[config.mk]
export PLATFORM = sky130hd
export DESIGN_NAME = executeStage
export DESIGN_NICKNAME = d
export VERILOG_FILES = /design/src/isaPkg.sv /design/src/aluPkg.sv /design/src/aluControl.sv /design/src/forwardUnit.sv /design/src/alu.sv /design/src/executeStage.sv
export SDC_FILE = /design/constraint.sdc
export NUM_CORES = 1
export LEC_CHECK = 0
export ABC_AREA = 1
export BUFFER_PORTS_ARGS = -buffer_cell sky130_fd_sc_hd__clkbuf_2
export CORE_MARGIN = 4
export CORE_UTILIZATION = 42
export CTS_BUF_LIST = sky130_fd_sc_hd__clkbuf_16
export CTS_CLUSTER_DIAMETER = 50
export DETAILED_ROUTE_END_ITERATION = 10
export HOLD_SLACK_MARGIN = 0.03
export PLACE_DENSITY_LB_ADDON = 0.3
export SYNTH_ARGS = -nofsm -noshare
export SYNTH_HDL_FRONTEND = slang
export SYNTH_SLANG_ARGS = --single-unit
[constraint.sdc]
create_clock -name clk -period 7.2 [get_ports clk]
set_input_delay 0.36 -clock clk [delete_from_list [all_inputs] [get_ports clk]]
set_output_delay 0.36 -clock clk [all_outputs]
set_load 0.1 [all_outputs]
[src/isaPkg.sv]
`default_nettype none

package isaPkg;

	////////////////////////////////////////
	// widths
	////////////////////////////////////////

	localparam int wordW = 16;
	localparam int regW = 4;
	localparam int opW = 4;

	// datapath word and register index
	typedef logic [wordW-1:0] word;
	typedef logic [regW-1:0] regIdx;

	// r0 reads as zero, never a forwarding source
	localparam regIdx regZero = '0;

	////////////////////////////////////////
	// opcodes, instr[15:12]
	////////////////////////////////////////

	typedef enum logic [opW-1:0] {
		opAdd    = 4'h0,
		opSub    = 4'h1,
		opRed    = 4'h2,
		opXor    = 4'h3,
		opSll    = 4'h4,
		opSra    = 4'h5,
		opRor    = 4'h6,
		opPaddsb = 4'h7,
		opLw     = 4'h8,
		opSw     = 4'h9,
		opLhb    = 4'hA,
		opLlb    = 4'hB,
		opB      = 4'hC,
		opBr     = 4'hD,
		opPcs    = 4'hE,
		opHlt    = 4'hF
	} opcode;

	////////////////////////////////////////
	// pipeline boundaries
	////////////////////////////////////////

	// ID/EX entry, 66 bits
	typedef struct packed {
		word instr;
		word regData1;
		word regData2;
		word pcs;
		logic regWrite;
		logic valid;
	} idExBus;

	// writeback feedback, 21 bits
	typedef struct packed {
		word writeData;
		regIdx rd;
		logic regWrite;
	} memWbBus;

	// EX/MEM entry leaving the stage, 22 bits
	typedef struct packed {
		word aluOut;
		regIdx rd;
		logic regWrite;
		logic valid;
	} exMemBus;

endpackage

`default_nettype wire

[src/aluPkg.sv]
`default_nettype none

package aluPkg;

	localparam int selW = 2;

	////////////////////////////////////////
	// alu control word
	////////////////////////////////////////

	// which unit drives the result
	typedef enum logic [selW-1:0] {
		selCla   = 2'd0,
		selXor   = 2'd1,
		selShift = 2'd2
	} outSel;

	// shifter mode, taken straight from instr[13:12]
	typedef enum logic [selW-1:0] {
		shSll = 2'd0,
		shSra = 2'd1,
		shRor = 2'd2
	} shiftOp;

	// 7-bit control word {outSel, sat, red, sub, shiftOp}
	typedef struct packed {
		outSel outSel;
		logic sat;
		logic red;
		logic sub;
		shiftOp shiftOp;
	} aluOp;

	////////////////////////////////////////
	// forwarding
	////////////////////////////////////////

	typedef enum logic [selW-1:0] {
		fwdNone    = 2'd0,
		fwdFromWb  = 2'd1,
		fwdFromMem = 2'd2
	} fwdSel;

	// source registers read by the instruction
	typedef struct packed {
		isaPkg::regIdx srcA;
		isaPkg::regIdx srcB;
	} srcRegs;

endpackage

`default_nettype wire

[src/aluControl.sv]
`timescale 1ns/1ns
`default_nettype none

module aluControl (
	input  isaPkg::word    instr,
	input  isaPkg::word    regData1,
	input  isaPkg::word    regData2,
	input  isaPkg::word    pcs,
	input  isaPkg::word    aluOutMem,
	input  isaPkg::word    writeData,
	input  aluPkg::fwdSel  fwdA,
	input  aluPkg::fwdSel  fwdB,
	output aluPkg::srcRegs srcs,
	output isaPkg::word    aluA,
	output isaPkg::word    aluB,
	output aluPkg::aluOp   op
);

	isaPkg::opcode opc;
	logic bitA;
	logic bitB;
	logic bitC;
	logic bitD;

	// internal formatting controls
	logic useImm;
	logic byteSelect;
	logic pcsSelect;
	logic ldByte;
	logic memOp;

	isaPkg::word regA;
	isaPkg::word regB;
	isaPkg::word fmtA;
	isaPkg::word byteImm;
	isaPkg::word nibImm;
	isaPkg::word imm;

	// pick the freshest copy of a register
	function automatic isaPkg::word fwdMux(
		input aluPkg::fwdSel sel,
		input isaPkg::word fromReg
	);
		case (sel)
			aluPkg::fwdFromMem: return aluOutMem;
			aluPkg::fwdFromWb:  return writeData;
			default:            return fromReg;
		endcase
	endfunction

	assign opc = isaPkg::opcode'(instr[15:12]);
	assign {bitA, bitB, bitC, bitD} = instr[15:12];

	////////////////////////////////////////
	// decode
	////////////////////////////////////////

	// shifts, lw, sw, lhb, llb take an immediate
	// b and br also match but pcsSelect wins there
	assign useImm = (bitA & ~bitB) | (bitB & ~bitC) | (~bitA & bitB & ~bitD);
	// lhb/llb and lw/sw groups
	assign ldByte = (opc == isaPkg::opLhb) || (opc == isaPkg::opLlb);
	assign memOp = (opc == isaPkg::opLw) || (opc == isaPkg::opSw);
	// 1 means llb, low byte gets replaced
	assign byteSelect = bitD;
	// b, br, pcs, hlt
	assign pcsSelect = bitA & bitB;

	// paddsb, don't care outside the cla
	assign op.sat = ~bitA & bitB;
	assign op.red = ~bitA & ~bitB & bitC;
	assign op.sub = ~bitA & ~bitB & bitD;
	assign op.shiftOp = aluPkg::shiftOp'(instr[13:12]);
	// shifts -> 2, xor -> 1, everything else on the cla
	assign op.outSel = aluPkg::outSel'({~bitA & bitB & (~bitC | ~bitD),
		~bitA & ~bitB & bitC & bitD});

	// lhb/llb read rd as the byte merge source
	assign srcs.srcA = ldByte ? instr[11:8] : instr[7:4];
	assign srcs.srcB = instr[3:0];

	////////////////////////////////////////
	// operand A
	////////////////////////////////////////

	assign regA = fwdMux(fwdA, regData1);
	// keep the byte that the immediate does not overwrite
	assign fmtA = byteSelect ? {regA[15:8], 8'h00} : {8'h00, regA[7:0]};
	// pcs group adds pcs to zero
	assign aluA = pcsSelect ? '0 : (ldByte ? fmtA : regA);

	////////////////////////////////////////
	// operand B
	////////////////////////////////////////

	assign regB = fwdMux(fwdB, regData2);
	// byte immediate sits in the half that gets replaced
	assign byteImm = byteSelect ? {8'h00, instr[7:0]} : {instr[7:0], 8'h00};
	// lw/sw offsets count halfwords
	assign nibImm = memOp ? {{11{instr[3]}}, instr[3:0], 1'b0} : {{12{instr[3]}}, instr[3:0]};
	assign imm = ldByte ? byteImm : nibImm;
	assign aluB = pcsSelect ? pcs : (useImm ? imm : regB);

endmodule

`default_nettype wire

[src/forwardUnit.sv]
`timescale 1ns/1ns
`default_nettype none

module forwardUnit (
	input  logic            clk,
	input  logic            rst,
	input  isaPkg::idExBus  idEx,
	input  isaPkg::memWbBus memWb,
	input  aluPkg::srcRegs  srcs,
	output aluPkg::fwdSel   fwdA,
	output aluPkg::fwdSel   fwdB,
	output isaPkg::regIdx   exRd,
	output logic            exRegWrite,
	output logic            exValid
);

	logic memOk;
	logic wbOk;

	// EX/MEM beats MEM/WB, r0 never forwards
	function automatic aluPkg::fwdSel pickSrc(
		input isaPkg::regIdx src,
		input logic memHit,
		input isaPkg::regIdx memRd,
		input logic wbHit,
		input isaPkg::regIdx wbRd
	);
		if (memHit && (memRd == src))
			return aluPkg::fwdFromMem;
		else if (wbHit && (wbRd == src))
			return aluPkg::fwdFromWb;
		else
			return aluPkg::fwdNone;
	endfunction

	////////////////////////////////////////
	// EX/MEM destination
	////////////////////////////////////////

	always_ff @(posedge clk) begin
		exRd <= idEx.instr[11:8];
	end

	always_ff @(posedge clk) begin
		if (rst) begin
			exRegWrite <= 1'b0;
			exValid <= 1'b0;
		end else begin
			exRegWrite <= idEx.regWrite;
			exValid <= idEx.valid;
		end
	end

	// entries able to supply a value
	assign memOk = exValid && exRegWrite && (exRd != isaPkg::regZero);
	assign wbOk = memWb.regWrite && (memWb.rd != isaPkg::regZero);

	assign fwdA = pickSrc(srcs.srcA, memOk, exRd, wbOk, memWb.rd);
	assign fwdB = pickSrc(srcs.srcB, memOk, exRd, wbOk, memWb.rd);

endmodule

`default_nettype wire

[src/alu.sv]
`timescale 1ns/1ns
`default_nettype none

module alu (
	input  logic         clk,
	input  logic         rst,
	input  isaPkg::word  a,
	input  isaPkg::word  b,
	input  aluPkg::aluOp op,
	output isaPkg::word  result
);

	isaPkg::word bEff;
	isaPkg::word rawSum;
	logic addOvf;
	isaPkg::word addSat;
	isaPkg::word nibSum;
	isaPkg::word redSum;
	isaPkg::word claOut;
	logic [3:0] shAmt;
	logic [31:0] rotPair;
	isaPkg::word shifted;
	isaPkg::word nextResult;

	////////////////////////////////////////
	// cla paths
	////////////////////////////////////////

	// sub is a + ~b + 1
	assign bEff = op.sub ? ~b : b;
	assign rawSum = a + bEff + {15'd0, op.sub};
	// same input signs, different result sign
	assign addOvf = (a[15] == bEff[15]) && (rawSum[15] != a[15]);
	assign addSat = addOvf ? (a[15] ? 16'h8000 : 16'h7fff) : rawSum;

	// paddsb, four nibble lanes with no carry between them
	for (genvar i = 0; i < 4; i++) begin : gNib
		logic [3:0] laneSum;
		logic laneOvf;

		assign laneSum = a[4*i +: 4] + b[4*i +: 4];
		assign laneOvf = (a[4*i+3] == b[4*i+3]) && (laneSum[3] != a[4*i+3]);
		// clamp to 8 or 7 by the lane's input sign
		assign nibSum[4*i +: 4] = laneOvf ? (a[4*i+3] ? 4'h8 : 4'h7) : laneSum;
	end

	// red, all four signed bytes summed at full width
	assign redSum = {{8{a[15]}}, a[15:8]}
		+ {{8{a[7]}}, a[7:0]}
		+ {{8{b[15]}}, b[15:8]}
		+ {{8{b[7]}}, b[7:0]};

	assign claOut = op.red ? redSum : (op.sat ? nibSum : addSat);

	////////////////////////////////////////
	// shifter
	////////////////////////////////////////

	assign shAmt = b[3:0];
	// rotate right through a doubled copy
	assign rotPair = {a, a} >> shAmt;

	always_comb begin
		case (op.shiftOp)
			aluPkg::shSll: shifted = a << shAmt;
			aluPkg::shSra: shifted = $signed(a) >>> shAmt;
			aluPkg::shRor: shifted = rotPair[15:0];
			default:       shifted = a;
		endcase
	end

	////////////////////////////////////////
	// result select, EX/MEM register
	////////////////////////////////////////

	always_comb begin
		case (op.outSel)
			aluPkg::selCla:   nextResult = claOut;
			aluPkg::selXor:   nextResult = a ^ b;
			aluPkg::selShift: nextResult = shifted;
			default:          nextResult = '0;
		endcase
	end

	always_ff @(posedge clk) begin
		if (rst) begin
			result <= '0;
		end else begin
			result <= nextResult;
		end
	end

endmodule

`default_nettype wire

[src/executeStage.sv]
`timescale 1ns/1ns
`default_nettype none

module executeStage (
	input  logic            clk,
	input  logic            rst,
	input  isaPkg::idExBus  idEx,
	input  isaPkg::memWbBus memWb,
	output isaPkg::exMemBus exMem
);

	aluPkg::srcRegs srcs;
	aluPkg::fwdSel fwdA;
	aluPkg::fwdSel fwdB;
	aluPkg::aluOp op;
	isaPkg::word aluA;
	isaPkg::word aluB;
	isaPkg::word aluOut;
	isaPkg::regIdx exRd;
	logic exRegWrite;
	logic exValid;

	// decode and operand formatting, EX/MEM result fed back as fromMem
	aluControl control0 (
		.instr     (idEx.instr),
		.regData1  (idEx.regData1),
		.regData2  (idEx.regData2),
		.pcs       (idEx.pcs),
		.aluOutMem (aluOut),
		.writeData (memWb.writeData),
		.fwdA      (fwdA),
		.fwdB      (fwdB),
		.srcs      (srcs),
		.aluA      (aluA),
		.aluB      (aluB),
		.op        (op)
	);

	// hazard compare plus the registered control half of EX/MEM
	forwardUnit forward0 (
		.clk        (clk),
		.rst        (rst),
		.idEx       (idEx),
		.memWb      (memWb),
		.srcs       (srcs),
		.fwdA       (fwdA),
		.fwdB       (fwdB),
		.exRd       (exRd),
		.exRegWrite (exRegWrite),
		.exValid    (exValid)
	);

	alu alu0 (
		.clk    (clk),
		.rst    (rst),
		.a      (aluA),
		.b      (aluB),
		.op     (op),
		.result (aluOut)
	);

	assign exMem = '{aluOut: aluOut, rd: exRd, regWrite: exRegWrite, valid: exValid};

endmodule

`default_nettype wire

== Word level (Yosys, flattened, before mapping) ==
Index checks and enable logic that the tools add are counted.

* Output and inout port bits: 22
* Flip-flop bits (word level): 22
* Logic and storage cells: 109
* Input port bits: 89

* Equal/unequal tests: 26
* Add/sub/neg operators: 9
* Shift operators: 3
* Bitwise logic cells: 19
* Reduce and logical (&&, ||, !) cells: 18
* Mux-type cells: 30

{| class="wikitable"
|+ Operator list
! cell !! number
|-
| $mux 16 || 12
|-
| $pmux 16 s3 || 2
|-
| $pmux 16 s2 || 2
|-
| $add 16x16->16 || 3
|-
| $mux 4 || 10
|-
| $shr 32x4->16 || 1
|-
| $add 16x1->16 || 1
|-
| $add 4x4->4 || 4
|-
| $eq 4x4->1 || 4
|-
| $eq 4x4->1 const B || 4
|-
| $not 16->16 || 1
|-
| $shl 16x4->16 || 1
|-
| $sshr 16x4->16 || 1
|-
| $xor 16x16->16 || 1
|-
| $logic_and 1x1->1 || 12
|-
| $and 1x1->1 || 10
|-
| $add 8x8->9 || 1
|-
| $eq 2x1->1 const B || 4
|-
| $eq 2x2->1 const B || 4
|-
| $reduce_bool 4->1 || 2
|-
| $eq 1x1->1 || 5
|-
| $ne 1x1->1 || 5
|-
| $logic_not 2->1 || 2
|-
| $mux 2 || 2
|-
| 4 further kinds || 11
|}

== Depth between registers and ports, before layout ==
* Depth in word-level cells: 20
* Depth in mapped cells: 35
* Gate-level depth less buffers: 33

== Modules after synthesis ==
A second synthesis with hierarchy kept.

* Cell total of the unflattened synthesis: 1352
* Area, all modules: 7229.4 µm²

{| class="wikitable"
|+ By module, submodules not included
! module !! instances !! cells an instance !! area an instance (µm²) !! seq. area each (µm²)
|-
| alu || 1 || 926 || 5225.0 || 320.3
|-
| aluControl || 1 || 332 || 1522.7 || 0.0
|-
| forwardUnit || 1 || 92 || 466.7 || 120.1
|-
| executeStage || 1 || 2 || 15.0 || 0.0
|}

== Worst setup path after synthesis ==
No wires, ideal clock.

* Path kind: register to register
* Start: register forward0.exRd[1]
* End: register alu0.result[11]
* Clock period less this slack: 5.556 ns
* Setup time: 0.070 ns
* Arrival time: 5.485 ns
* Stages on the path, launching flop included: 31
* Buffers on the path: 2
* Required time: 7.130 ns
* Path slack: 1.644 ns
* Cell sequence: dfxtp_1 -> nor2_1 -> a21oi_1 -> nand2_1 -> nor2_1 -> nand3_2 -> buf_6 -> buf_2 -> nor2_1 -> nor2_1 -> nand3_1 -> inv_1 -> ha_1 -> fa_1 -> inv_1 -> fa_1 -> inv_1 -> ha_1 -> fa_1 -> a21oi_1 -> o21bai_1 -> a21oi_1 -> o21bai_1 -> nand2_1 -> nand2_1 -> a21oi_1 -> nand2_1 -> or2_2 -> a21oi_1 -> nand2_1 -> a21oi_1

* Longest elaborated chain between the ends: 18
* Elaborated cells on any way between the ends: 45
* Classes of those cells: add/sub (6); eq/ne (10); shift (3); mux (18); bitwise (2); reduce/logical (6)

{| class="wikitable"
|+ RTL lines
! what !! line !! RTL
|-
| from (decl) || forwardUnit.sv:12 || <nowiki>output isaPkg::regIdx exRd,</nowiki>
|-
| from (signal assigned) || forwardUnit.sv:41 || <nowiki>exRd <= idEx.instr[11:8];</nowiki>
|-
| parallel branches: the longest is 17 deep, another holds $add 16x16->16 || - ||
|-
| $pmux 16 s3 (*) || alu.sv:77 || <nowiki>case (op.outSel)</nowiki>
|-
| to (signal assigned) || alu.sv:89 || <nowiki>result <= nextResult;</nowiki>
|-
| to (decl) || alu.sv:10 || <nowiki>output isaPkg::word result</nowiki>
|}

Every way passes the cells marked *.
A chain may end at the register's enable or synchronous reset.

== Worst setup path after layout ==
* Start: input idEx[63] (netlist bit)
* End: register alu0.result[13]

* Longest elaborated chain between the ends: 20
* Elaborated cells on any way between the ends: 63
* Classes of those cells: add/sub (6); eq/ne (16); shift (3); mux (20); bitwise (10); reduce/logical (8)

{| class="wikitable"
|+ RTL lines
! what !! line !! RTL
|-
| from (decl) || executeStage.sv:7 || <nowiki>input isaPkg::idExBus idEx,</nowiki>
|-
| parallel branches: the longest is 19 deep, another holds $pmux 16 s2 || - ||
|-
| $pmux 16 s3 (*) || alu.sv:77 ||
|}

Marked as above.

==> results.md <==
* Switching Share at 0.599
* Critical Path Most Common Cell: a21oi_1
* Clk slew on worst S/H paths at 0.07 ns
* GR peak layer: met2
* Hold slack at 0.218 ns
* Final setup vio count at 0
* Pre-CTS setup slack at 1.34 ns
* DR vias at 9,024
* Clock Power Share at 0.101
* Largest family of logic cells by synthesized area: simple AND/OR/NAND/NOR gates
* Switching power total at slightly below 1000 µW
* H-tree depth at 1
* # port buffers at 110
* Synthesized area at 6980 µm²
* GPL Wtd Cong at 0.988
* #FFs+latches synth at 22
* DP HPWL at 23,700 µm
* Final Hold Vio Count at 0
* Number of nets with antenna violations after routing at 0
* Max cap viols at 0
* Antenna violations before repair at 0
* Largest net degree at the start of global routing at 37
* Setup crit start: idEx[63]
* PwrDens at 210 nW/µm²
* TritonCTS clock tree: yes
* Post_cts resized at 0
* Arrival time worst endpoint at 5.82 ns
* Relative slew slack at 0.308
* Hold path start: idEx[60]
* Compound-cell area share of the yosys netlist at 0.149
* Count of cell types in the netlist at 50
* Final Max Tran Viols at 0
* Crit-path max FO at 23
* Remaining DRCs at 0
* IO Count at 111
* Reg-to-Reg Start: forward0.exRd[0]$_DFF_P_
* Drt wl/cell at 18.3 µm
* Area Growth Syn to Fin at 11.4%
* Row count at 46
* Leading cell type in the layout, fill and taps excluded: nand2_1
* Share of cells above drive strength 1 at 0.141
* Async SR Flop Fraction at 0
* Final critical-path required period at 5.63 ns
* Placed cell count at 1,591
* First-pass GRT wire length at approximately 44,000 µm
* Core area at 16,100 µm²
* Setup TNS at 0 ns
* Adder-cell share of the synthesized area at 0.123
* Die X at 137 µm
* Worst-Skew Late Latency at 0.27 ns
* Crit end category: flip-flop
* Leakage Power at 0.00454 µW
* HP Class: primary input to flip-flop
* Post-Synth Simple-Gate Area at 0.495
* Die Y at 137 µm
* Root Buffer: clkbuf_16
* M1 GR Usage at 0.396
* Synth Flop Type: dfxtp_1
* Final period util at 0.782
* Slowest stage delay, CP at 0.54 ns
* Max VDD drop at 118 µV
* Worst-case clock buffer depth at 2
* Core Util, Final at 0.484
* Synthesized net count at 1,446
* XOR/XNOR share of the synthesized area at 0.0477
* Combinational share of power at 0.793
* Flop pwr share at 0.107
* DR vias/cell at 5.66
* CP max stage cell: fa_1
* Sequential area share after synthesis at 0.0631
* Initial core utilization at 0.435
* Vias in the first global route at 8,216
* Final worst setup slack at 1.57 ns
* Total Wirelength at about 29,000 µm
* Commonest cells after routing, fill and taps aside: 391 x nand2_1, 185 x nand3_1, 150 x inv_1
* Antenna diodes at 0
* 1st-iter DRT viols at roughly 1.2k
* GRT overflow at 0
* Outcome: complete, no violations
* Met2 Usage GRT at 0.482
* Mux share of post-synthesis cell area at 0
* Fmax at 178 MHz
* CP Class: primary input to flip-flop
* Finished Layout Cells at 1,595
* Internal at about 650 µW
* Syn Area/Cell at 5.38 µm²
* CTS Hold Bufs at 0
* Total GRT Usage at 0.304
* Startpoint Class: primary input
* Unrepaired setup endpoints after global routing: false
* Final Skew at slightly above 0.003 ns
* Clock sink count at 22
* Worst Path Required at 7.39 ns
* Die Footprint at 18,700 µm²
* Initial DRT Pass Iterations at 7
* Nets at around 1.5k
* Synth Instances at between 1k and 1.5k
* Post-synth EDFFs at 0
* Inserted Clock Buffers at 3
* Worst Max-Slew Pin Slew at ~1 ns
* Yosys warning count at 0
* Post-CTS Setup Bufs at 0
* Grt met3 use at 0.0658
[sequential cells by signal, summed over array words and instances (netlist names)]
name / count
alu0.result: 16
forward0.exRegWrite: 1
forward0.exValid: 1
forward0.exRd: 4
[per-layer routing]
| metal | wire length, µm | vias up | part of all wire |
|---|---|---|---|
| li1 | - | 4366 | - |
| met1 | 11700 | 3959 | 0.40 |
| met2 | 12200 | 599 | 0.42 |
| met3 | 3670 | 100 | 0.13 |
| met4 | 1510 | 0 | 0.052 |
| met5 | 0 | - | 0 |
[power by group through the flow]
stage	Combinational (µW)	Sequential (µW)	Clock, µW
2_1_floorplan	821	311	0
3_3_place_gp	1250	175	0
3_5_place_dp	1260	175	0
4_1_cts	1270	172	161
5_1_grt	1430	174	166
6_report	1290	174	164
[worst max-delay path, delay by kind of cell]
kind | cells | cell delay (ns)
buffers and inverters | 5 | 0.43
adder cells (fa/ha/maj) | 5 | 1.91
AO/OA/AOI/OAI | 7 | 1.03
AND/OR/NAND/NOR | 13 | 2.08
[path summary, 6_finish.rpt]
path	slack, ns	endpoint	cells past startpoint
min reg2reg	1.26	alu0.result[11]$_SDFF_PP0_	7
min	0.22	forward0.exRd[2]$_DFF_P_	1
max reg2reg	1.65	alu0.result[13]$_SDFF_PP0_	29
max	1.57	alu0.result[13]$_SDFF_PP0_	30
[area by class of cell]
type                    instances  area [µm²]
well taps                     216         270
fillers                      1776        8290
repair buffers                124         656
multi-input cells            1065        5680
flip-flops and latches         22         440
clock buffers                   3        75.1
clock inverters                 1        30.0
inverters                     164         617
[cells in the mapped netlist (all sizes together) (8+ instances only)]
cell type	instances	area, µm²
a21oi	80	400
buf	26	163
clkbuf	21	78.8
dfxtp	22	440
fa	16	320
ha	43	538
inv	162	608
nand2	405	1560
nand3	195	1030
nand3b	10	91.3
nor2	129	494
nor3	8	40.0
o21ai	57	289
o22ai	10	62.6
or2	29	181
xor2	31	272
[stage by stage]
step	instance area, µm²	power [µW]
final	7770	1630
after global routing	7770	1770
after CTS	7770	1600
after detailed placement	7670	1440
after global placement	7670	1430
after floorplan	6980	1130
[logic make-up (layout without fill, tap and decap cells)]
logic type / count (synthesis) / count (layout)
buf+inv: 211 / 292
simple gates: 784 / 784
xor+xnor: 38 / 38
compound gates: 184 / 184
fa+ha+maj: 59 / 59
flops: 22 / 22
(Power assumes the default switching activity.)
